$ cat src/source/bus_pkg.sv
// Bus widths, request and response structs, handshake state type
package bus_pkg;

  localparam int unsigned ADDR_W = 32;
  localparam int unsigned DATA_W = 64;
  localparam int unsigned STRB_W = DATA_W / 8;

  // Address bits that select a byte inside one bus word
  localparam int unsigned BYTE_OFF_W = $clog2(STRB_W);

  // Single access issued by the master
  typedef struct packed {
    logic              we;
    logic [ADDR_W-1:0] addr;
    logic [DATA_W-1:0] wdata;
    logic [STRB_W-1:0] be;
  } bus_req_t;

  // Answer returned with ack
  typedef struct packed {
    logic [DATA_W-1:0] rdata;
    logic              err;
  } bus_rsp_t;

  // Four-phase handshake sequencing
  typedef enum logic [1:0] {
    IDLE,
    WAIT,
    ACCESS,
    ACK
  } fsm_state_t;

endpackage : bus_pkg

$ cat src/source/soc_map_pkg.sv
// Memory map regions, base addresses, lengths, wait states and register offsets
package soc_map_pkg;

  typedef enum logic [1:0] {
    REGION_L2,
    REGION_UART,
    REGION_CTRL,
    REGION_NONE
  } region_t;

  localparam int unsigned L2_WORDS = 256;
  localparam int unsigned L2_IDX_W = $clog2(L2_WORDS);

  localparam logic [bus_pkg::ADDR_W-1:0] DRAM_BASE     = 32'h8000_0000;
  localparam logic [bus_pkg::ADDR_W-1:0] DRAM_LENGTH   = L2_WORDS * bus_pkg::STRB_W;
  localparam logic [bus_pkg::ADDR_W-1:0] UART_BASE     = 32'hC000_0000;
  localparam logic [bus_pkg::ADDR_W-1:0] CTRL_BASE     = 32'hD000_0000;
  localparam logic [bus_pkg::ADDR_W-1:0] PERIPH_LENGTH = 32'h0000_1000;

  // Wait states per region
  localparam int unsigned      WAIT_W    = 3;
  localparam logic [WAIT_W-1:0] L2_WAIT   = 3'd2;
  localparam logic [WAIT_W-1:0] UART_WAIT = 3'd4;
  localparam logic [WAIT_W-1:0] CTRL_WAIT = 3'd1;

  localparam int unsigned OFFSET_W = 12;

  // UART registers
  localparam logic [OFFSET_W-1:0] UART_THR      = 12'h000;
  localparam logic [OFFSET_W-1:0] UART_LSR      = 12'h014;
  localparam logic [7:0]          UART_LSR_IDLE = 8'h60;

  // Control registers
  localparam logic [OFFSET_W-1:0] CTRL_EXIT      = 12'h000;
  localparam logic [OFFSET_W-1:0] CTRL_DRAM_BASE = 12'h008;
  localparam logic [OFFSET_W-1:0] CTRL_DRAM_END  = 12'h010;

endpackage : soc_map_pkg

$ cat src/source/bus_fsm.sv
// Handshake FSM with request latch, target strobes and response register
module bus_fsm (
  input  logic                       clk_i,
  input  logic                       rst_i,
  input  logic                       req_i,
  input  bus_pkg::bus_req_t          bus_req_i,
  output logic                       ack_o,
  output bus_pkg::bus_rsp_t          bus_rsp_o,
  input  soc_map_pkg::region_t       region_i,
  output logic                       cnt_load_o,
  input  logic                       cnt_done_i,
  output bus_pkg::bus_req_t          lat_req_o,
  output logic                       l2_stb_o,
  output logic                       uart_stb_o,
  output logic                       ctrl_stb_o,
  input  logic [bus_pkg::DATA_W-1:0] l2_rdata_i,
  input  logic [bus_pkg::DATA_W-1:0] uart_rdata_i,
  input  logic [bus_pkg::DATA_W-1:0] ctrl_rdata_i
);

  import bus_pkg::*;
  import soc_map_pkg::*;

  fsm_state_t        state_q;
  fsm_state_t        state_d;
  bus_req_t          req_q;
  logic              err_q;
  logic              access;
  logic [DATA_W-1:0] rdata_sel;

  always_comb begin
    state_d = state_q;
    case (state_q)
      IDLE:    if (req_i) state_d = WAIT;
      WAIT:    if (cnt_done_i) state_d = ACCESS;
      ACCESS:  state_d = ACK;
      ACK:     if (!req_i) state_d = IDLE;
      default: state_d = IDLE;
    endcase
  end

  always_ff @(posedge clk_i) begin
    if (rst_i) begin
      state_q <= IDLE;
      err_q   <= 1'b0;
    end else begin
      state_q <= state_d;
      // Decode error captured on the way into ACK
      if (access) begin
        err_q <= (region_i == REGION_NONE);
      end
    end
  end

  always_ff @(posedge clk_i) begin
    if (state_q == IDLE && req_i) begin
      req_q <= bus_req_i;
    end
  end

  // Transparent while idle so decoder and timer see the request on its first edge
  assign lat_req_o  = (state_q == IDLE) ? bus_req_i : req_q;
  assign cnt_load_o = (state_q == IDLE) && req_i;

  assign access     = (state_q == ACCESS);
  assign l2_stb_o   = access && (region_i == REGION_L2);
  assign uart_stb_o = access && (region_i == REGION_UART);
  assign ctrl_stb_o = access && (region_i == REGION_CTRL);

  // Target read data stays registered until its next strobe
  always_comb begin
    case (region_i)
      REGION_L2:   rdata_sel = l2_rdata_i;
      REGION_UART: rdata_sel = uart_rdata_i;
      REGION_CTRL: rdata_sel = ctrl_rdata_i;
      default:     rdata_sel = '0;
    endcase
  end

  assign ack_o           = (state_q == ACK);
  assign bus_rsp_o.rdata = rdata_sel;
  assign bus_rsp_o.err   = err_q;

  assert property (@(posedge clk_i) disable iff (rst_i)
    (req_i && !ack_o) ##1 req_i |-> $stable(bus_req_i))
    else $error("request changed before acknowledge");

  assert property (@(posedge clk_i) disable iff (rst_i) $rose(ack_o) |-> $past(req_i))
    else $error("acknowledge raised without a pending request");

endmodule : bus_fsm

$ cat config.mk
export PLATFORM = sky130hd
export DESIGN_NAME = bus_fsm
export DESIGN_NICKNAME = d
export VERILOG_FILES = /design/src/source/bus_pkg.sv /design/src/source/soc_map_pkg.sv /design/src/source/bus_fsm.sv
export SDC_FILE = /design/constraint.sdc
export NUM_CORES = 1
export LEC_CHECK = 0
export BUFFER_PORTS_ARGS = -buffer_cell sky130_fd_sc_hd__buf_2
export CAP_MARGIN = 20
export CELL_PAD_IN_SITES_DETAIL_PLACEMENT = 1
export CELL_PAD_IN_SITES_GLOBAL_PLACEMENT = 2
export CORE_AREA = 2 2 185 187
export DETAILED_ROUTE_END_ITERATION = 7
export DIE_AREA = 0 0 187 189
export PLACE_DENSITY_LB_ADDON = 0.08
export RECOVER_POWER = 50
export SYNTH_ARGS = -nofsm -noshare
export SYNTH_HDL_FRONTEND = slang
export SYNTH_SLANG_ARGS = --single-unit
$ cat constraint.sdc
create_clock -name clk_i -period 4.3 [get_ports clk_i]
set_input_delay 0.43 -clock clk_i [delete_from_list [all_inputs] [get_ports clk_i]]
set_output_delay 0.43 -clock clk_i [all_outputs]
set_load 0.1 [all_outputs]
=== Word level (Yosys, flattened, before mapping) ===
Cells that the tools add are included.

* Register bits after elaboration: 108
* Input port bits: 303
* Output and inout bits: 175
* Word-level logic and storage cells: 28

* Equality and inequality tests: 9
* Mux-type cells: 6
* Reduce and logical (&&, ||, !) cells: 7

{| class="wikitable"
|+ Operator list
! kind !! count
|-
| 64-bit case mux with 3 select lines || 1
|-
| 105-bit two-way mux || 1
|-
| 2-bit equality test (second input constant) || 4
|-
| 2-bit case mux with 4 select lines || 1
|-
| 2-bit two-way mux || 3
|-
| 2-bit != test (second input constant) || 3
|-
| 2-bit by 1-bit equality test with 1-bit output (second input constant) || 2
|-
| 1-bit logical AND || 4
|-
| 2-bit logical NOT || 2
|-
| 3-bit AND reduction || 1
|}

=== Depth between registers and ports, before layout ===
* Depth after elaboration: 3
* Mapped depth: 7
* Gate-level depth less buffers: 5

=== Least setup slack after synthesis ===
No wires, ideal clock.

* Kind: register -> register
* Start point: register state_q[0]
* End point: register req_q[0] in the netlist's numbering, enable pin
* Library setup time: 509 ps
* Data arrival time: 4097 ps
* Required time: 3791 ps
* Path slack: -306 ps
* Cell stages (with the launch flop): 7
* Buffers on the path: 3
* Clock period less this slack: 4606 ps
* Path through: dfxtp_1 inv_1 ha_1 buf_2 buf_6 buf_4 and2_1

* Longest elaborated chain between the ends: 2

{| class="wikitable"
|+ RTL lines
! what !! line !! text
|-
| from (decl) || bus_fsm.sv:24 || <nowiki>fsm_state_t state_q;</nowiki>
|-
| from (signal assigned) || bus_fsm.sv:47 || <nowiki>state_q <= state_d;</nowiki>
|-
| 2-bit logical NOT || n/a ||
|-
| 1-bit logical AND || n/a ||
|-
| net cnt_load_o || bus_fsm.sv:10 || <nowiki>output logic cnt_load_o,</nowiki>
|-
| to (signal assigned) || bus_fsm.sv:57 || <nowiki>req_q <= bus_req_i;</nowiki>
|-
| to (decl) || bus_fsm.sv:26 || <nowiki>bus_req_t req_q;</nowiki>
|}

The timed path passes the listed nets, and every way through them passes these cells.
A chain may end at the register's enable or synchronous reset.

==> impl_metrics.json <==
{
  "status": "finished, final reports clean",
  "via_per_inst": 4.03,
  "path_class": "in -> out",
  "drt-initial-drc-count": 169,
  "path_cells": "clkbuf_2 -> buf_4 -> mux2i_1 -> o21ai_0 -> buf_2",
  "cts_tree": "done",
  "overflow": 0,
  "worstMarginPinSlew_ns": 1.32,
  "seq_area_frac_synth_pct": 53.2,
  "internal_power_w": 0.00278,
  "slowest_delay_ns": 0.74,
  "fillers": 3930,
  "switching_power_w": 0.00448,
  "post_cts_resized": 0,
  "clk_pin_slew_ns": 0.07,
  "area_growth_pct": 49.0,
  "grt_max_degree": 68,
  "post-route-period-util_pct": 76.6,
  "grt_pass1_vias": 5898,
  "whs_ns": 0.267,
  "worstHoldPathType": "in -> reg",
  "peakVddDrop_mv": 0.288,
  "cp-start-kind": "input port",
  "syn_area_um2": 6040,
  "power.share.combinational_pct": 67.7,
  "fin_crit_ns": 3.30,
  "vias": 5560,
  "hpwl_mm": 21.0,
  "die_h_um": 189,
  "clock-sinks": 108,
  "hold_violations": 0,
  "final_cells": 1378,
  "r2r_slack_ns": 1.51,
  "ant_nets": 0,
  "seq_area_um2": 3210,
  "worst-path-max-fanout": 39,
  "dr.pass1.iters": 4,
  "ys_warn_count": 0,
  "drc_errors": 0,
  "grt_pass1_wl_mm": 38.6,
  "reg2regPathDepth": 4,
  "insertion_delay_ns": 0.34,
  "setup.worst_path.end_class": "output port",
  "r2r_end": "req_q[34]$_DFFE_PP_",
  "timing.rr.start": "state_q[0]$_SDFFE_PP0P_",
  "dieArea_um2": 35300,
  "hold_buffers": 0,
  "multiInputGateArea_um2": 2570,
  "fp-row-count": 67,
  "skew_ns": 0.00486,
  "power.share.clock_pct": 11.4,
  "fmax_mhz": 303,
  "crit_slowest_cell": "clkbuf_2",
  "finalSetupTns_ns": 0,
  "maxCapViolCount": 0,
  "p_leak_nw": 3.95,
  "grt_util_all_layers_pct": 14.5,
  "die_width_um": 187,
  "htreeDepth": 3,
  "cts_root_buffer": "clkbuf_16",
  "final_cell_mix": "393 x buf_2, 105 x mux2_2, 105 x edfxtp_1, 83 x clkbuf_1, 66 x mux2i_1",
  "finalSetupViolations": 0,
  "min-delay-start": "bus_req_i[94]",
  "cp.arrival_ns": 2.87,
  "portBuffers": 477,
  "post_cts_buffers": 0,
  "antenna_found_initial": 8,
  "synth_nets": 772,
  "power.density_nw_per_um2": 807,
  "synthDistinctLibCells": 23,
  "nNetsFinal": 1233,
  "hold_path_end": "req_q[94]$_DFFE_PP_",
  "rsz0062_at_grt": "false",
  "initial_core_util_pct": 18.1,
  "final_common_cell": "buf_2",
  "cts_buffers": 9,
  "wirelength_mm": 26.4,
  "setup_slack_ns": 1.00,
  "avgSynthCellArea_um2": 13.0,
  "gp_congestion": 0.755,
  "min_path_cells": 1,
  "wl_per_cell_um": 19.2,
  "ys_seq_elements": 108,
  "seqPwrFrac_pct": 21.0,
  "layout-drive-gt1-share_pct": 56.4,
  "final_max_slew_viol_count": 0,
  "swShare_pct": 61.7,
  "placed_cells": 1362,
  "required_ns": 3.87,
  "synth_cells": 464,
  "slew_headroom_pct": 12.1,
  "dp_slack_ns": 1.28,
  "cts_buffer_depth": 2,
  "core_area_um2": 33300,
  "ios": 478
}
-- state kept, by name (all words and copies together), names as in the netlist --
register,cells
err_q,1
req_q,105
state_q,2
-- stage by stage --
stage | instance area, um2 | utilization, % | total power, W
finish | 8990 | 27.0 | 0.00726
floorplan | 6040 | - | 0.00576
CTS | 9110 | 27.4 | 0.00741
detailed placement | 8830 | 26.5 | 0.00654
global placement | 8830 | 26.5 | 0.00656
global route | 8990 | 27.0 | 0.00754
-- final cells by class --
class / count / area share, %
Clock buffer: 9 / 2.50
Timing Repair Buffer: 485 / 26.2
Inverter: 2 / 0.0835
Sequential cell: 108 / 35.7
Clock inverter: 5 / 0.612
Tap cell: 448 / 6.23
Antenna cell: 2 / 0.0556
Multi-Input combinational cell: 319 / 28.6
-- cell usage after synthesis, drive strengths merged --
library cell	instances	area share [%]
nand3	1	0.083
nand2	65	4.0
ha	5	1.0
dfxtp	3	0.99
a311oi	1	0.15
o21ai	64	5.3
and2	2	0.21
and2b	1	0.12
inv	2	0.12
and3b	1	0.15
clkbuf	6	0.37
mux2	105	20
a21oi	2	0.17
buf	29	3.7
edfxtp	105	52
nor3b	1	0.12
nor2	1	0.062
mux2i	66	11
nand2b	4	0.41
-- cells by family (layout without fill, tap and decap cells) --
| kind of cell | Yosys count | after routing | synth area share, % |
|---|---|---|---|
| buffers and inverters | 37 | 501 | 4.19 |
| DFF | 108 | 108 | 53.2 |
| and+or+nand+nor | 76 | 76 | 5.20 |
| AOI/OAI and AO/OA | 67 | 67 | 5.62 |
| adders and majority gates | 5 | 5 | 1.04 |
| muxes | 171 | 171 | 30.7 |
| other | 0 | 2 | 0 |
-- per-layer routing --
layer,wire [um],global-route usage [%],vias to the layer above
li1,-,-,2643
met5,60,0,-
met1,9550,15.3,2624
met2,14400,27.8,260
met3,2080,4.69,25
met4,361,3.48,8
-- critical path: cells and delay by family --
family          cells  cell delay [ns]
compound gates      1             0.23
buf+inv             3             1.89
mux                 1             0.26
-- worst max-delay path by stage --
stage	start	endpoint	slack (ns)	depth (start not counted)
global placement	region_i[0]	bus_rsp_o[24]	1.27	5
global route	region_i[0]	bus_rsp_o[24]	0.74	5
finish	region_i[0]	bus_rsp_o[24]	1.00	5
detailed placement	region_i[0]	bus_rsp_o[24]	1.28	5
CTS	state_q[1]$_SDFFE_PP0P_	lat_req_o[102]	1.17	5
floorplan	region_i[0]	bus_rsp_o[43]	0.78	5
-- power groups by stage --
stage	clock network [W]	registers (W)	logic, W
after detailed placement	0	0.00155	0.00500
after CTS	0.000875	0.00152	0.00501
after global routing	0.000904	0.00155	0.00508
after floorplan	0	0.00154	0.00422
after global placement	0	0.00154	0.00502
final	0.000826	0.00152	0.00491
Power figures use the tool's default switching activity.
