--- src/source/bus_pkg.sv ---
// Bus widths, request and response structs, handshake state type
package bus_pkg;

  localparam int unsigned ADDR_W = 32;
  localparam int unsigned DATA_W = 64;
  localparam int unsigned STRB_W = DATA_W / 8;

  // Address bits that select a byte inside one bus word
  localparam int unsigned BYTE_OFF_W = $clog2(STRB_W);

  // Single access issued by the master
  typedef struct packed {
    logic              we;
    logic [ADDR_W-1:0] addr;
    logic [DATA_W-1:0] wdata;
    logic [STRB_W-1:0] be;
  } bus_req_t;

  // Answer returned with ack
  typedef struct packed {
    logic [DATA_W-1:0] rdata;
    logic              err;
  } bus_rsp_t;

  // Four-phase handshake sequencing
  typedef enum logic [1:0] {
    IDLE,
    WAIT,
    ACCESS,
    ACK
  } fsm_state_t;

endpackage : bus_pkg

--- src/source/soc_map_pkg.sv ---
// Memory map regions, base addresses, lengths, wait states and register offsets
package soc_map_pkg;

  typedef enum logic [1:0] {
    REGION_L2,
    REGION_UART,
    REGION_CTRL,
    REGION_NONE
  } region_t;

  localparam int unsigned L2_WORDS = 256;
  localparam int unsigned L2_IDX_W = $clog2(L2_WORDS);

  localparam logic [bus_pkg::ADDR_W-1:0] DRAM_BASE     = 32'h8000_0000;
  localparam logic [bus_pkg::ADDR_W-1:0] DRAM_LENGTH   = L2_WORDS * bus_pkg::STRB_W;
  localparam logic [bus_pkg::ADDR_W-1:0] UART_BASE     = 32'hC000_0000;
  localparam logic [bus_pkg::ADDR_W-1:0] CTRL_BASE     = 32'hD000_0000;
  localparam logic [bus_pkg::ADDR_W-1:0] PERIPH_LENGTH = 32'h0000_1000;

  // Wait states per region
  localparam int unsigned      WAIT_W    = 3;
  localparam logic [WAIT_W-1:0] L2_WAIT   = 3'd2;
  localparam logic [WAIT_W-1:0] UART_WAIT = 3'd4;
  localparam logic [WAIT_W-1:0] CTRL_WAIT = 3'd1;

  localparam int unsigned OFFSET_W = 12;

  // UART registers
  localparam logic [OFFSET_W-1:0] UART_THR      = 12'h000;
  localparam logic [OFFSET_W-1:0] UART_LSR      = 12'h014;
  localparam logic [7:0]          UART_LSR_IDLE = 8'h60;

  // Control registers
  localparam logic [OFFSET_W-1:0] CTRL_EXIT      = 12'h000;
  localparam logic [OFFSET_W-1:0] CTRL_DRAM_BASE = 12'h008;
  localparam logic [OFFSET_W-1:0] CTRL_DRAM_END  = 12'h010;

endpackage : soc_map_pkg

--- src/source/uart_mock.sv ---
// Mock UART with transmit holding and line status registers
module uart_mock (
  input  logic                             clk_i,
  input  logic                             rst_i,
  input  logic                             stb_i,
  input  bus_pkg::bus_req_t                req_i,
  input  logic [soc_map_pkg::OFFSET_W-1:0] offset_i,
  output logic [bus_pkg::DATA_W-1:0]       rdata_o,
  output logic [7:0]                       uart_char_o,
  output logic                             uart_valid_o
);

  import bus_pkg::*;
  import soc_map_pkg::*;

  logic thr_wr;
  logic lsr_rd;

  assign thr_wr = stb_i && req_i.we && (offset_i == UART_THR);
  assign lsr_rd = !req_i.we && (offset_i == UART_LSR);

  // One-cycle pulse per transmitted character
  always_ff @(posedge clk_i) begin
    if (rst_i) begin
      uart_valid_o <= 1'b0;
    end else begin
      uart_valid_o <= thr_wr;
    end
  end

  always_ff @(posedge clk_i) begin
    if (thr_wr) begin
      uart_char_o <= req_i.wdata[7:0];
    end
  end

  // Transmitter always reports empty and idle
  always_ff @(posedge clk_i) begin
    if (stb_i) begin
      if (lsr_rd) begin
        rdata_o <= {{(DATA_W-8){1'b0}}, UART_LSR_IDLE};
      end else begin
        rdata_o <= '0;
      end
    end
  end

endmodule : uart_mock

--- config.mk ---
export PLATFORM = sky130hd
export DESIGN_NAME = uart_mock
export DESIGN_NICKNAME = d
export VERILOG_FILES = /design/src/source/bus_pkg.sv /design/src/source/soc_map_pkg.sv /design/src/source/uart_mock.sv
export SDC_FILE = /design/constraint.sdc
export NUM_CORES = 1
export LEC_CHECK = 0
export ABC_AREA = 1
export BUFFER_PORTS_ARGS = -buffer_cell sky130_fd_sc_hd__clkbuf_2
export CELL_PAD_IN_SITES_DETAIL_PLACEMENT = 0
export CELL_PAD_IN_SITES_GLOBAL_PLACEMENT = 1
export CORE_MARGIN = 1
export CORE_UTILIZATION = 14
export CTS_BUF_LIST = sky130_fd_sc_hd__clkbuf_8
export DETAILED_ROUTE_END_ITERATION = 8
export MAX_ROUTING_LAYER = met4
export PLACE_DENSITY = 0.94
export SLEW_MARGIN = 20
export SYNTH_ARGS = -nofsm -noshare
export SYNTH_HDL_FRONTEND = slang
export SYNTH_SLANG_ARGS = --single-unit
export TNS_END_PERCENT = 100
--- constraint.sdc ---
create_clock -name clk_i -period 2.9 [get_ports clk_i]
set_input_delay 0.435 -clock clk_i [delete_from_list [all_inputs] [get_ports clk_i]]
set_output_delay 0.435 -clock clk_i [all_outputs]
set_load 0.01 [all_outputs]
Word level (Yosys, flattened, before mapping)
Index checks and enable logic that the tools add are counted.
{"block": "word_totals", "in_bits": 120, "reg_bits": 73}
{"block": "op_classes", "mux": 1, "n_eq_ne": 1, "reduce_logical": 5}
{"operator": "$eq 12x5->1 const B", "n": 1}
{"operator": "$logic_not 12->1", "n": 1}
{"operator": "$mux 7", "n": 1}
{"operator": "$logic_and 1x1->1", "n": 3}
{"operator": "$logic_not 1->1", "n": 1}

Longest topological paths before layout
Gate-level depths: netlist (run 1).
{"block": "depth", "ltp_word": 3, "depth_mapped": 6, "mapped_depth_nobuf": 6}

Worst setup path before layout (run 1)
No wires, ideal clock.
{"block": "synth_path", "kind": "input to register", "start": "in offset_i[3] in the netlist's numbering", "end": "reg uart_char_o[0], enable pin", "path_buffers": 0, "required_time_ns": 2.576, "arrival_time_ns": 0.990, "cell_stages": 4, "path_slack_ns": 1.585, "setup_ns": 0.324, "path_cell_list": "or2_0 > nor2_1 > nand2_1 > inv_1"}
{"block": "synth_between", "elab_chain_cells": 2}
{"element": "from (decl)", "line": "uart_mock.sv:7", "text": "input logic [soc_map_pkg::OFFSET_W-1:0] offset_i,"}
{"element": "$logic_not 12->1", "line": "uart_mock.sv:19", "text": "assign thr_wr = stb_i && req_i.we && (offset_i == UART_THR);"}
{"element": "$logic_and 1x1->1", "line": "uart_mock.sv:19"}
{"element": "net thr_wr", "line": "uart_mock.sv:16", "text": "logic thr_wr;"}
{"element": "to (signal assigned)", "line": "uart_mock.sv:33", "text": "uart_char_o <= req_i.wdata[7:0];"}
{"element": "to (decl)", "line": "uart_mock.sv:9", "text": "output logic [7:0] uart_char_o,"}
The timed path passes the listed nets, and every way through them passes these cells.
A chain may end at the register's enable or synchronous reset.

Final worst setup path (run 1)
Ends and elaborated chain as after synthesis.

==> flow_metrics.env, run 1 <==
export IMPL_synth_largest_area_cell="buf_4"
export IMPL_syn_inst=94
export IMPL_critPathMaxFanout=8
export IMPL_ys_warn_count=0
export IMPL_hold_violations=0
export IMPL_io_pins=193
export IMPL_die_y_um=80.1
export IMPL_dpl_hpwl_mm=1.14
export IMPL_cts_buffers_inserted=3
export IMPL_portBuffers=34
export IMPL_layout_min_cycle_time_ns=1.29
export IMPL_wl_per_cell_um=6.09
export IMPL_start_kind="primary input"
export IMPL_syn2layout_area_growth_pct=9.09
export IMPL_p_sw_share_pct=24.9
export IMPL_tns_ns=0
export IMPL_max_freq_mhz=776
export IMPL_max_cap_violations=0
export IMPL_power_frac_clock_pct=43.8
export IMPL_outcome="completed"
export IMPL_power_per_cell_area_nw_per_um2=416
export IMPL_max_clock_path_buffers=2
export IMPL_grt_pass1_wl_mm=1.39
export IMPL_worstSetupEndpointType="flip-flop"
export IMPL_power_frac_seq_pct=40.9
export IMPL_wl_mm=1.25
export IMPL_drive_gt1_share_pct=30.8
export IMPL_fp_row_count=28
export IMPL_synth_area_leaders="buf_4 (55%), edfxtp_1 (32%), nor2_1 (3.1%)"
export IMPL_clock_sinks=10
export IMPL_place_area_sq_um=873
export IMPL_drc_errors=0
export IMPL_p_leak_nw=0.506
export IMPL_hold_class="primary input to flip-flop"
export IMPL_dr_first_iter_drc_count=6
export IMPL_drtAntennaViolNets=0
export IMPL_cts_tree="built"
export IMPL_cts_hold_fix_buffers=0
export IMPL_coreArea_sq_um=5890
export IMPL_viasPerCell=2.49
export IMPL_cts_htree_levels=1
export IMPL_grt_pass1_vias=357
export IMPL_setup_viol=0
export IMPL_die_x_um=80.1
export IMPL_grt_overflow_total=0
export IMPL_cts_setup_buffers=0
export IMPL_clkTransAtPathRegs_ns=0.05
export IMPL_period_share_pct=44.5
export IMPL_vdd_drop_max_v=0.000264
export IMPL_design_die_area_sq_um=6410
export IMPL_internal_power_uw=291
export IMPL_seq_area_frac_synth_pct=34.0
export IMPL_antenna_found_initial=1
export IMPL_critPathKind="primary input to flip-flop"
export IMPL_start_util_pct=14.5
export IMPL_synth_top_area_share_pct=55.4
export IMPL_slew_viol_final=0
export IMPL_cp_data_required_time_ns=2.81
export IMPL_cts_root_buf="clkbuf_8"
export IMPL_mappedNetlistArea_sq_um=853
export IMPL_final_area_sq_um=931
export IMPL_crit_arrival_ns=1.20
export IMPL_dr_total_vias=513
export IMPL_synth_seq_cells=10
export IMPL_dr_pass1_iters=4
export IMPL_synth_avg_cell_area_sq_um=9.08
export IMPL_cts_repair_resized=0
export IMPL_p_comb_share_pct=15.3
export IMPL_power_switching_uw=96.3
export IMPL_grt_setup_unrepaired="no"
export IMPL_gp_congestion=0.648
export IMPL_synthDistinctLibCells=11
export IMPL_grt_use_total_pct=3.19
export IMPL_grt_max_degree=9
export IMPL_nets=251
-- placed cells by master (no fill, tap or decap), drive strengths merged --
| master | instances |
|---|---|
| clkbuf | 38 |
| conb | 62 |
| dfxtp | 1 |
| diode | 1 |
| edfxtp | 9 |
| inv | 3 |
| nand2 | 5 |
| nand4 | 1 |
| nor2 | 9 |
| nor3 | 1 |
| or2 | 1 |
-- cell usage after synthesis (all sizes together) --
cell type	instances
edfxtp	9
nand4	1
conb	1
nor2	9
or2	1
nand2	5
buf	63
inv	3
dfxtp	1
nor3	1
-- state kept, by name (all words and copies together) (netlist names) --
name          flops
uart_valid_o      1
rdata_o           1
uart_char_o       8
-- power groups by stage --
stage	Combinational, mW	Clock [mW]	Sequential (mW)
after floorplan	0.102	0	0.161
after global placement	0.0576	0	0.161
after detailed placement	0.0576	0	0.161
after CTS	0.0579	0.173	0.158
after global routing	0.0669	0.181	0.158
final	0.0592	0.169	0.158
-- logic make-up after synthesis --
family	Yosys count	synth area share, %
buf+inv	66	56.7
simple gates	17	8.80
flops	10	34.0
other cells	1	0.439
-- final cells by class --
class,instances,area [sq um]
timing repair buffer,34,170
fill,689,4950
sequential,10,290
clock buffer,4,55.1
tap,75,93.8
inverter,3,11.3
antenna,1,2.50
multi-input combinational,79,308
-- through the flow --
stage          utilization (%)  cells  setup slack (ns)  hold slack (ns)  power [mW]
3_3_place_gp              14.8    201              1.38            0.604       0.218
4_1_cts                   15.8    205              1.59            0.367       0.389
2_1_floorplan                -    155              1.59            0.502       0.264
3_5_place_dp              14.8    201              1.35            0.612       0.219
6_report                  15.8    206              1.61            0.368       0.387
5_1_grt                   15.8    206              1.49            0.364       0.406
-- routing by layer --
metal | vias to the layer above | wire (um) | track usage [%]
li1 | 239 | - | -
met1 | 222 | 332 | 1.97
met2 | 50 | 647 | 6.07
met3 | 2 | 257 | 1.70
met4 | 0 | 18 | 2.68
met5 | - | 0 | -
-- worst paths after layout --
check	start	endpoint	cells past startpoint
setup / recovery	offset_i[3]	uart_char_o[0]	5
hold / removal	rst_i	uart_valid_o	2
-- critical path: stages --
cell,delay [ns]
clkbuf_2,0.08
or2_0,0.21
nor2_1,0.11
nand2_1,0.11
inv_1,0.25
Power figures use the tool's default switching activity.
==> run 2, diff against run 1 <==
- CORE_UTILIZATION: 14 -> 13
- PLACE_DENSITY: 0.94 -> 0.88
- clock period: 2.9 -> 1.2 ns (I/O delays scaled with it)
==> run 2 against run 1 <==
First-iteration DRC count shrank 83%. Flip-flop and latch count is the same. Final cell count grew 1.5%. Via count shrank 3.7%. Critical path type unchanged. Critical path depth is the same. Non-clock buffer count grew 1. Combinational power grew 140%. Count of clock-buffer cells in the layout is the same.
==> flow_metrics.env, run 2 (same netlist as run 1, synthesis figures left out) <==
export IMPL_cts_repair_resized=0
export IMPL_outcome="completed"
export IMPL_nets=252
export IMPL_cts_root_buf="clkbuf_8"
export IMPL_totalPowerFinal_uw=929
export IMPL_layout_min_cycle_time_ns=1.01
export IMPL_largest_reg_flops=8
export IMPL_routed_top_layer="met4"
export IMPL_p_leak_nw=0.510
export IMPL_die_x_um=83.0
export IMPL_wirelength_met1_um=302
export IMPL_critPathMaxFanout=8
export IMPL_start_util_pct=13.4
export IMPL_fp_row_count=29
export IMPL_syn2layout_area_growth_pct=10.3
export IMPL_io_pins=193
export IMPL_cts_buffers_inserted=3
export IMPL_reg_top3="uart_char_o: 8 flops, rdata_o: 1 flops, uart_valid_o: 1 flops"
export IMPL_power_per_cell_area_nw_per_um2=987
export IMPL_fin_ws_ns=0.188
export IMPL_clkTransAtPathRegs_ns=0.04
export IMPL_dr_pass1_iters=3
export IMPL_portBuffers=34
export IMPL_grt_pass1_vias=353
export IMPL_start_kind="primary input"
export IMPL_critPathKind="primary input to flip-flop"
export IMPL_grt_setup_unrepaired="no"
export IMPL_grt_max_degree=9
export IMPL_post_place_cells=204
export IMPL_tns_ns=0
export IMPL_final_cells=209
export IMPL_layout_commonest_cell="conb_1"
export IMPL_dr_first_iter_drc_count=1
export IMPL_coreArea_sq_um=6350
export IMPL_antenna_found_initial=1
export IMPL_hold_class="primary input to flip-flop"
export IMPL_hp_start="rst_i"
export IMPL_slew_viol_final=0
export IMPL_dp_slack_ns=-0.0649
export IMPL_dpl_hpwl_mm=1.06
export IMPL_grt_pass1_wl_mm=1.54
export IMPL_grt_overflow_total=0
export IMPL_layout_common_cells="conb_1 (62), clkbuf_2 (34), edfxtp_1 (9)"
export IMPL_period_share_pct=84.3
export IMPL_wl_per_cell_um=5.39
export IMPL_crit_arrival_ns=0.92
export IMPL_wl_met2_um=597
export IMPL_design_die_area_sq_um=6890
export IMPL_cts_htree_levels=1
export IMPL_wl_met3_um=217
export IMPL_vdd_drop_max_v=0.000609
export IMPL_max_cap_violations=0
export IMPL_max_freq_mhz=988
export IMPL_drc_errors=0
export IMPL_cp_data_required_time_ns=1.11
export IMPL_timing_hold_ws_ns=0.106
export IMPL_die_y_um=83.0
export IMPL_cts_hold_fix_buffers=0
export IMPL_gp_congestion=0.729
export IMPL_wl_mm=1.13
export IMPL_clock_sinks=10
export IMPL_viasPerCell=2.36
export IMPL_worstSetupEndpointType="flip-flop"
export IMPL_cts_tree="built"
export IMPL_hold_path_depth=2
export IMPL_max_flop_register="uart_char_o"
export IMPL_cts_setup_buffers=0
export IMPL_max_clock_path_buffers=2
export IMPL_dr_total_vias=494
export IMPL_min_to="uart_valid_o"
export IMPL_setup_viol=0
export IMPL_hold_violations=0
export IMPL_drive_gt1_share_pct=31.3
export IMPL_drtAntennaViolNets=0
export IMPL_grt_use_total_pct=3.03
[run 2: changes by cell type in the layout (fill, tap and decap cells not counted)]
cell	previous run	this run
buf_4	0	1
[run 2: worst max path at each step]
stage / startpoint / end / slack [ns]
finish: offset_i[3] / uart_char_o[4] / 0.19
global placement: offset_i[3] / uart_char_o[1] / -0.04
detailed placement: offset_i[3] / uart_char_o[1] / -0.06
CTS: offset_i[3] / uart_char_o[4] / 0.17
global route: offset_i[3] / uart_char_o[7] / 0.06
floorplan: offset_i[3] / uart_char_o[0] / 0.14
[run 2: metrics by stage]
| step | utilization (%) | instance area [sq um] |
|---|---|---|
| 2_1_floorplan | - | 1080 |
| 3_3_place_gp | 13.9 | 883 |
| 3_5_place_dp | 13.9 | 883 |
| 4_1_cts | 14.8 | 938 |
| 5_1_grt | 14.8 | 941 |
| 6_report | 14.8 | 941 |
[run 2: metal layers]
| metal | up-vias | global-route usage, % |
|---|---|---|
| li1 | 239 | - |
| met1 | 197 | 2.19 |
| met2 | 56 | 5.59 |
| met3 | 2 | 1.69 |
| met4 | 0 | 1.88 |
| met5 | - | - |
[run 2: power by group]
part / internal, mW / total, mW / switching, mW
clock: 0.287 / 0.405 / 0.118
sequential: 0.382 / 0.383 / 0.00103
combinational: 0.0332 / 0.141 / 0.108
total: 0.702 / 0.929 / 0.227
[run 2: worst max-delay path: stages]
cell and delay [ns]:
clkbuf_2 0.08, or2_0 0.21, nor2_1 0.11, nand2_1 0.10, inv_1 0.23
[run 2: final cells by class]
| class | instances | area, sq um |
|---|---|---|
| antenna | 1 | 2.50 |
| clock buffer | 4 | 55.1 |
| multi-input combinational | 79 | 308 |
| fill | 700 | 5410 |
| inverter | 3 | 11.3 |
| sequential | 10 | 290 |
| tap | 77 | 96.3 |
| timing repair buffer | 35 | 178 |
