### src/source/bus_pkg.sv
// Bus widths, request and response structs, handshake state type
package bus_pkg;

  localparam int unsigned ADDR_W = 32;
  localparam int unsigned DATA_W = 64;
  localparam int unsigned STRB_W = DATA_W / 8;

  // Address bits that select a byte inside one bus word
  localparam int unsigned BYTE_OFF_W = $clog2(STRB_W);

  // Single access issued by the master
  typedef struct packed {
    logic              we;
    logic [ADDR_W-1:0] addr;
    logic [DATA_W-1:0] wdata;
    logic [STRB_W-1:0] be;
  } bus_req_t;

  // Answer returned with ack
  typedef struct packed {
    logic [DATA_W-1:0] rdata;
    logic              err;
  } bus_rsp_t;

  // Four-phase handshake sequencing
  typedef enum logic [1:0] {
    IDLE,
    WAIT,
    ACCESS,
    ACK
  } fsm_state_t;

endpackage : bus_pkg

### src/source/soc_map_pkg.sv
// Memory map regions, base addresses, lengths, wait states and register offsets
package soc_map_pkg;

  typedef enum logic [1:0] {
    REGION_L2,
    REGION_UART,
    REGION_CTRL,
    REGION_NONE
  } region_t;

  localparam int unsigned L2_WORDS = 256;
  localparam int unsigned L2_IDX_W = $clog2(L2_WORDS);

  localparam logic [bus_pkg::ADDR_W-1:0] DRAM_BASE     = 32'h8000_0000;
  localparam logic [bus_pkg::ADDR_W-1:0] DRAM_LENGTH   = L2_WORDS * bus_pkg::STRB_W;
  localparam logic [bus_pkg::ADDR_W-1:0] UART_BASE     = 32'hC000_0000;
  localparam logic [bus_pkg::ADDR_W-1:0] CTRL_BASE     = 32'hD000_0000;
  localparam logic [bus_pkg::ADDR_W-1:0] PERIPH_LENGTH = 32'h0000_1000;

  // Wait states per region
  localparam int unsigned      WAIT_W    = 3;
  localparam logic [WAIT_W-1:0] L2_WAIT   = 3'd2;
  localparam logic [WAIT_W-1:0] UART_WAIT = 3'd4;
  localparam logic [WAIT_W-1:0] CTRL_WAIT = 3'd1;

  localparam int unsigned OFFSET_W = 12;

  // UART registers
  localparam logic [OFFSET_W-1:0] UART_THR      = 12'h000;
  localparam logic [OFFSET_W-1:0] UART_LSR      = 12'h014;
  localparam logic [7:0]          UART_LSR_IDLE = 8'h60;

  // Control registers
  localparam logic [OFFSET_W-1:0] CTRL_EXIT      = 12'h000;
  localparam logic [OFFSET_W-1:0] CTRL_DRAM_BASE = 12'h008;
  localparam logic [OFFSET_W-1:0] CTRL_DRAM_END  = 12'h010;

endpackage : soc_map_pkg

### src/source/wait_counter.sv
// Wait-state timer loaded per region
module wait_counter (
  input  logic                 clk_i,
  input  logic                 rst_i,
  input  logic                 load_i,
  input  soc_map_pkg::region_t region_i,
  output logic                 done_o
);

  import soc_map_pkg::*;

  logic [WAIT_W-1:0] cnt_q;
  logic [WAIT_W-1:0] load_val;

  always_comb begin
    case (region_i)
      REGION_L2:   load_val = L2_WAIT;
      REGION_UART: load_val = UART_WAIT;
      REGION_CTRL: load_val = CTRL_WAIT;
      default:     load_val = '0;
    endcase
  end

  always_ff @(posedge clk_i) begin
    if (rst_i) begin
      cnt_q <= '0;
    end else if (load_i) begin
      cnt_q <= load_val;
    end else if (cnt_q != '0) begin
      cnt_q <= cnt_q - 1'b1;
    end
  end

  assign done_o = (cnt_q == '0);

  // A new access only starts once the previous wait has expired
  assert property (@(posedge clk_i) disable iff (rst_i) load_i |-> cnt_q == '0)
    else $error("wait counter reloaded while still counting");

endmodule : wait_counter

### config.mk
export PLATFORM = sky130hd
export DESIGN_NAME = wait_counter
export DESIGN_NICKNAME = d
export VERILOG_FILES = /design/src/source/bus_pkg.sv /design/src/source/soc_map_pkg.sv /design/src/source/wait_counter.sv
export SDC_FILE = /design/constraint.sdc
export NUM_CORES = 1
export LEC_CHECK = 0
export BUFFER_PORTS_ARGS = -buffer_cell sky130_fd_sc_hd__buf_2
export CAP_MARGIN = 20
export CORE_AREA = 2 2 39 41
export CTS_CLUSTER_DIAMETER = 30
export DETAILED_ROUTE_END_ITERATION = 6
export DIE_AREA = 0 0 41 43
export SYNTH_ARGS = -nofsm -noshare
export SYNTH_HDL_FRONTEND = slang
export SYNTH_SLANG_ARGS = --single-unit
export TNS_END_PERCENT = 20
### constraint.sdc
create_clock -name clk_i -period 1.95 [get_ports clk_i]
set_input_delay 0.195 -clock clk_i [delete_from_list [all_inputs] [get_ports clk_i]]
set_output_delay 0.195 -clock clk_i [all_outputs]
set_load 0.05 [all_outputs]
Word-level counts from Yosys, hierarchy flattened
Index checks and enable logic that the tools add are counted.
Widths: inputs -> output; s select.
{"block": "totals", "regBits": 3}
{"block": "op_classes", "n_addsub": 1, "n_reduce_logical": 4, "mux": 3, "eq_ne": 2}
{"operator": "$pmux 3 s3", "count": 1}
{"operator": "$mux 3", "count": 2}
{"operator": "$logic_not 3->1", "count": 1}
{"operator": "$reduce_bool 3->1", "count": 1}
{"operator": "$sub 3x1->3 const B", "count": 1}
{"operator": "$eq 2x1->1 const B", "count": 1}
{"operator": "$eq 2x2->1 const B", "count": 1}
{"operator": "$logic_not 2->1", "count": 1}
{"operator": "$reduce_bool 2->1", "count": 1}

Depth between registers and ports, before layout
Gate-level depths: netlist (run 1).
{"block": "logic_depth", "word_depth": 3, "ltp_mapped": 5}

Worst setup path before layout (run 1)
OpenSTA, ideal clock, no wires.
{"block": "synth_path", "path_type": "reg2reg", "startpoint": "register cnt_q[0]", "endpoint": "register cnt_q[0]", "path_stages_with_launch": 6, "period_less_slack_ps": 1263, "required_time_ps": 1876, "slack_ps": 687, "arrival_time_ps": 1189, "setup_time_ps": 74, "cell_sequence": "dfxtp_1 -> inv_1 -> ha_1 -> nor2b_4 -> or3_1 -> a31oi_1"}
{"block": "synth_between", "elab_chain_cells": 3}
{"element": "from (decl)", "line_no": "wait_counter.sv:12", "rtl": "logic [WAIT_W-1:0] cnt_q;"}
{"element": "from (signal assigned)", "line_no": "wait_counter.sv:28", "rtl": "cnt_q <= load_val;"}
{"element": "from (signal assigned)", "line_no": "wait_counter.sv:30", "rtl": "cnt_q <= cnt_q - 1'b1;"}
{"element": "$sub 3x1->3", "line_no": "wait_counter.sv:30"}
{"element": "$mux 3", "line_no": "wait_counter.sv:29", "rtl": "end else if (cnt_q != '0) begin"}
{"element": "$mux 3", "line_no": "wait_counter.sv:27", "rtl": "end else if (load_i) begin"}
Several ways; a longest one is shown, not always the timed one. The select of a mux whose other input is x is not followed.
A chain may end at the register's enable or synchronous reset.

Worst setup path in the final report (run 1)
{"block": "layout_path", "startpoint": "register cnt_q[0]", "endpoint": "output port done_o"}
{"block": "layout_between", "elab_chain_cells": 1}
{"element": "$logic_not 3->1", "line_no": "wait_counter.sv:34", "rtl": "assign done_o = (cnt_q == '0);"}
{"element": "to (decl)", "line_no": "wait_counter.sv:7", "rtl": "output logic done_o"}
No other way between the ends.

==> impl_metrics.json, run 1 <==
{
  "cellLeakagePower_uw": 0.000115,
  "r2r_setup_slack_ps": 670,
  "critPathMaxFanout": 5,
  "nFillCells": 157,
  "min_from": "rst_i",
  "vias": 185,
  "outcome": "finished clean",
  "combPwrFrac_pct": 26.4,
  "ys_types": 12,
  "net-switching-power_uw": 77.3,
  "holdPathStages": 2,
  "ys_seq_area_share_pct": 30.4,
  "dr.first_iter.drc_count": 1,
  "pin_count": 6,
  "cts_tree": "built",
  "ir_worst_vdd_mv": 0.304,
  "worst_pin_slew_ps": 248,
  "regMostFlops": "cnt_q",
  "nets": 39,
  "slowest_stage": "dfxtp_1",
  "arrival_ps": 1250,
  "crit_type": "flip-flop to primary output",
  "gr-total-overflow": 0,
  "synthCells": 22,
  "setup_tns_ps": 0,
  "cts_resized": 0,
  "cts_setup_buffers": 0,
  "syn-num-nets": 29,
  "clk_latency_ps": 230,
  "rows": 14,
  "synth.avg_cell_area_um2": 8.99,
  "holdPathEnd": "cnt_q[2]$_SDFFE_PP0P_",
  "fin_crit_ps": 1440,
  "drt_first_pass_iters": 2,
  "hold_viol": 0,
  "hpwl_um": 302,
  "initial_utilization_pct": 14.3,
  "drv_cap": 0,
  "antenna_found_initial": 0,
  "cp_top_family": "buffers and inverters",
  "hp-class": "input pin to flip-flop",
  "grt_usage_pct": 5.92,
  "worst-path-buf-inv": 2,
  "die_h_um": 43,
  "routed_via_density": 3.94,
  "wl_per_cell_um": 8.11,
  "ctsHoldBuffers": 0,
  "r2r_start": "cnt_q[0]$_SDFFE_PP0P_",
  "grt_pass1_vias": 164,
  "maxSlewHeadroom_pct": 83.6,
  "power.total_uw": 248,
  "setup_viol": 0,
  "grt_pass1_wl_um": 627,
  "reg2reg_depth": 5,
  "r2r-end": "cnt_q[1]$_SDFFE_PP0P_",
  "ys_warn_count": 0,
  "rsz0062_at_grt": "false",
  "p_per_area_nw_per_um2": 923,
  "drcViolationCount": 0,
  "area_growth_pct": 36.1,
  "internal_power_uw": 171,
  "dieArea_um2": 1760,
  "coreArea_um2": 1380,
  "drv_slew": 0,
  "io_buffers": 5,
  "cp-end-kind": "primary output",
  "required_ps": 1750,
  "cts_root_buf": "clkbuf_4",
  "gp_congestion": 0.642,
  "finalWirelength_um": 381,
  "cts.sinks": 3,
  "timing.fmax_mhz": 693,
  "ant_nets": 0,
  "skew_ps": 0.999,
  "p_clk_share_pct": 44.4,
  "crit_path_cell_trace": "inv_1, ha_1, nor2b_4, buf_2",
  "grt_max_degree": 9,
  "max_stage_delay_ps": 310,
  "layout-drive-gt1-share_pct": 32.3,
  "top_regs": "cnt_q: 3 flops",
  "seq_power_share_pct": 29.2,
  "fin_crit_sh_pct": 74.0,
  "cts_buffers": 3,
  "n_antenna_cell": 0,
  "syn_area_um2": 198,
  "ys_ff_latch": 3,
  "die_w_um": 41,
  "cp-start-kind": "flip-flop",
  "path_clk_slew_ps": 40,
  "htreeDepth": 1,
  "largest_reg_flops": 3,
  "cts_buffer_depth": 2,
  "switching_share_pct": 31.1
}
==> cell usage after synthesis <==
| cell type | number | area share (%) |
|---|---|---|
| nand2b_1 | 1 | 3.2 |
| nand2_1 | 1 | 1.9 |
| nor2_1 | 1 | 1.9 |
| nor2b_4 | 1 | 7.0 |
| a21oi_1 | 1 | 2.5 |
| ha_1 | 2 | 13 |
| nand3b_1 | 3 | 11 |
| or3_1 | 3 | 9.5 |
| a221oi_2 | 1 | 7.6 |
| inv_1 | 3 | 5.7 |
| a31oi_1 | 2 | 6.3 |
| dfxtp_1 | 3 | 30 |
==> power groups by stage <==
| stage | combinational, uW | sequential, uW | clock, uW |
|---|---|---|---|
| 2_1_floorplan | 48.8 | 72.4 | 0 |
| 3_3_place_gp | 65.6 | 73.5 | 0 |
| 3_5_place_dp | 65.9 | 73.6 | 0 |
| 4_1_cts | 66.4 | 72.6 | 115 |
| 5_1_grt | 72.1 | 73.7 | 118 |
| 6_report | 65.4 | 72.6 | 110 |
==> worst max path at each step <==
stage               slack (ps)               endpoint             startpoint  cells past startpoint
finish                     510                 done_o  cnt_q[0]$_SDFFE_PP0P_                      4
global route               440                 done_o  cnt_q[0]$_SDFFE_PP0P_                      4
CTS                        500                 done_o  cnt_q[0]$_SDFFE_PP0P_                      4
detailed placement         660  cnt_q[1]$_SDFFE_PP0P_  cnt_q[0]$_SDFFE_PP0P_                      5
global placement           690  cnt_q[1]$_SDFFE_PP0P_  cnt_q[0]$_SDFFE_PP0P_                      5
floorplan                  690  cnt_q[0]$_SDFFE_PP0P_  cnt_q[0]$_SDFFE_PP0P_                      5
==> metal layers <==
| layer | global-route usage, % | wire [um] | up-vias |
|---|---|---|---|
| met5 | 0 | 0 | - |
| met4 | 8.00 | 0 | 0 |
| met3 | 3.14 | 33 | 0 |
| met2 | 6.25 | 165 | 9 |
| met1 | 6.73 | 182 | 80 |
| li1 | - | - | 96 |
==> cell families after synthesis <==
group | Yosys count | share of synthesized area, %
AOI/OAI and AO/OA | 4 | 16.5
adders and majority gates | 2 | 12.7
buffers and inverters | 3 | 5.70
DFF | 3 | 30.4
and+or+nand+nor | 10 | 34.8
==> cells in the final DEF (no fill, tap or decap), drive strengths merged <==
master / synthesis / layout
nand3b: 3 / 3
ha: 2 / 2
clkbuf: 0 / 4
or3: 3 / 3
inv: 3 / 3
nand2: 1 / 1
a31oi: 2 / 2
a221oi: 1 / 1
dfxtp: 3 / 3
nor2b: 1 / 1
nor2: 1 / 1
buf: 0 / 5
a21oi: 1 / 1
nand2b: 1 / 1
==> layout make-up <==
cell class	instances	area [um^2]	share of cell area, %
flip-flops and latches	3	60.1	22.3
clock buffers	4	26.3	9.77
repair buffers	5	25.0	9.30
inverters	3	11.3	4.19
well taps	16	20.0	7.44
multi-input cells	16	126	47.0
==> per-stage QoR <==
| stage | area [um^2] | instances | hold WS (ps) | setup slack (ps) | utilization [%] |
|---|---|---|---|---|---|
| 6_report | 269 | 47 | 161 | 508 | 19.4 |
| 2_1_floorplan | 198 | 22 | 261 | 687 | - |
| 3_5_place_dp | 243 | 43 | 410 | 663 | 17.5 |
| 3_3_place_gp | 243 | 43 | 405 | 690 | 17.5 |
| 5_1_grt | 269 | 47 | 164 | 444 | 19.4 |
| 4_1_cts | 269 | 47 | 157 | 499 | 19.4 |
Note: power is estimated with default switching activity, not from simulation.
==> run 2: changes to the inputs <==
==> constraint.sdc (replaced) <==
create_clock -name clk_i -period 1.4 [get_ports clk_i]
set_input_delay 0.14 -clock clk_i [delete_from_list [all_inputs] [get_ports clk_i]]
set_output_delay 0.14 -clock clk_i [all_outputs]
set_load 0.05 [all_outputs]
==> impl_metrics.json, run 2 (synthesis gave the netlist of run 1 again) <==
{
  "clk_latency_ps": 230,
  "maxSlewHeadroom_pct": 87.2,
  "drcViolationCount": 0,
  "crit_type": "flip-flop to primary output",
  "grt_pass1_vias": 179,
  "nFillCells": 152,
  "finalWirelength_um": 363,
  "final_cell_mix": "4 x buf_2, 3 x inv_1, 3 x nand3b_1, 3 x or3_1, 3 x clkbuf_4",
  "coreArea_um2": 1380,
  "hp-class": "input pin to flip-flop",
  "r2r_setup_slack_ps": 140,
  "cts_tree": "built",
  "die_h_um": 43,
  "grt_max_degree": 9,
  "top_regs": "cnt_q: 3 flops",
  "setup_tns_ps": 0,
  "largest_reg_flops": 3,
  "vias": 184,
  "dr.first_iter.drc_count": 5,
  "p_per_area_nw_per_um2": 1260,
  "final_common_cell": "buf_2",
  "gp_congestion": 0.728,
  "rows": 14,
  "hold_viol": 0,
  "required_ps": 1260,
  "r2r_start": "cnt_q[0]$_SDFFE_PP0P_",
  "arrival_ps": 1140,
  "skew_ps": 0.0853,
  "drv_cap": 0,
  "initial_utilization_pct": 14.3,
  "cts_buffers": 3,
  "htreeDepth": 1,
  "whs_ps": 107,
  "place_inst": 43,
  "io_buffers": 5,
  "area_growth_pct": 39.9,
  "routed_via_density": 3.91,
  "cts_buffer_depth": 2,
  "ant_nets": 0,
  "reg2reg_depth": 5,
  "cellLeakagePower_uw": 0.000118,
  "gr-total-overflow": 0,
  "grt_pass1_wl_um": 696,
  "critPathMaxFanout": 5,
  "drt_first_pass_iters": 3,
  "cts.sinks": 3,
  "hpwl_um": 296,
  "n_antenna_cell": 0,
  "path_clk_slew_ps": 30,
  "antenna_found_initial": 0,
  "layout-drive-gt1-share_pct": 35.5,
  "fin_crit_ps": 1280,
  "final_cells": 47,
  "setup_viol": 0,
  "drv_slew": 0,
  "regMostFlops": "cnt_q",
  "cts_root_buf": "clkbuf_4",
  "outcome": "finished clean",
  "ir_worst_vdd_mv": 0.470,
  "worst_pin_slew_ps": 192,
  "dieArea_um2": 1760,
  "grt_usage_pct": 6.41,
  "timing.fmax_mhz": 779,
  "wl_per_cell_um": 7.72,
  "r2r-end": "cnt_q[0]$_SDFFE_PP0P_",
  "endpoint": "done_o",
  "die_w_um": 41,
  "cp-end-kind": "primary output",
  "fin_crit_sh_pct": 91.7,
  "nets": 39,
  "pin_count": 6,
  "rsz0062_at_grt": "false",
  "crit_start": "cnt_q[0]$_SDFFE_PP0P_",
  "cp-start-kind": "flip-flop"
}
==> run 2: cell counts in the layout (fill, tap and decap cells not counted) <==
No cell type changed its count.
==> run 2: area by class of cell <==
cell class	count	area, um^2	area share [%]
repair buffers	5	31.3	11.3
multi-input cells	16	126	45.7
well taps	16	20.0	7.24
inverters	3	11.3	4.07
clock buffers	4	26.3	9.50
flip-flops and latches	3	61.3	22.2
==> run 2: how the worst min path moves through the flow <==
stage                                       end  slack [ps]  start  cells past startpoint
after floorplan           cnt_q[2]$_SDFFE_PP0P_         210  rst_i                      1
after global placement    cnt_q[2]$_SDFFE_PP0P_         350  rst_i                      2
after detailed placement  cnt_q[1]$_SDFFE_PP0P_         350  rst_i                      2
after CTS                 cnt_q[1]$_SDFFE_PP0P_         100  rst_i                      2
after global routing      cnt_q[0]$_SDFFE_PP0P_         100  rst_i                      2
final                     cnt_q[0]$_SDFFE_PP0P_         110  rst_i                      2
==> run 2: critical path: stages (launching register included) <==
cell and delay, ps:
dfxtp_2 320, inv_1 70, ha_1 160, nor2b_4 190, buf_6 180
==> run 2: power by group <==
group / switching (uW) / leakage, uW / internal [uW]
registers: 6.70 / 0.0000251 / 95.3
logic: 55.2 / 0.0000774 / 43.4
clock network: 41.9 / 0.0000150 / 107
==> run 2: routing by layer <==
| metal | global-route usage [%] | up-vias | share of wire, % |
|---|---|---|---|
| met5 | 0 | - | 0 |
| met4 | 6.00 | 0 | 0 |
| met3 | 5.24 | 0 | 4.1 |
| met2 | 6.56 | 7 | 42 |
| met1 | 7.64 | 80 | 53 |
| li1 | - | 97 | - |
==> run 2: metrics by stage <==
stage / instance area [um^2] / worst slack, ps / power, uW / util [%]
after floorplan: 198 / 137 / 169 / -
after global placement: 243 / 112 / 192 / 17.5
after detailed placement: 243 / 110 / 194 / 17.5
after CTS: 269 / 1.46 / 351 / 19.4
after global routing: 277 / 19.9 / 382 / 20.0
final: 277 / 116 / 349 / 20.0
==> run 2: repair_timing <==
item	4_1_cts	5_1_grt
setup buffers	0	0
gates resized for setup	0	4
setup endpoints to repair	0	2
hold buffers	0	0
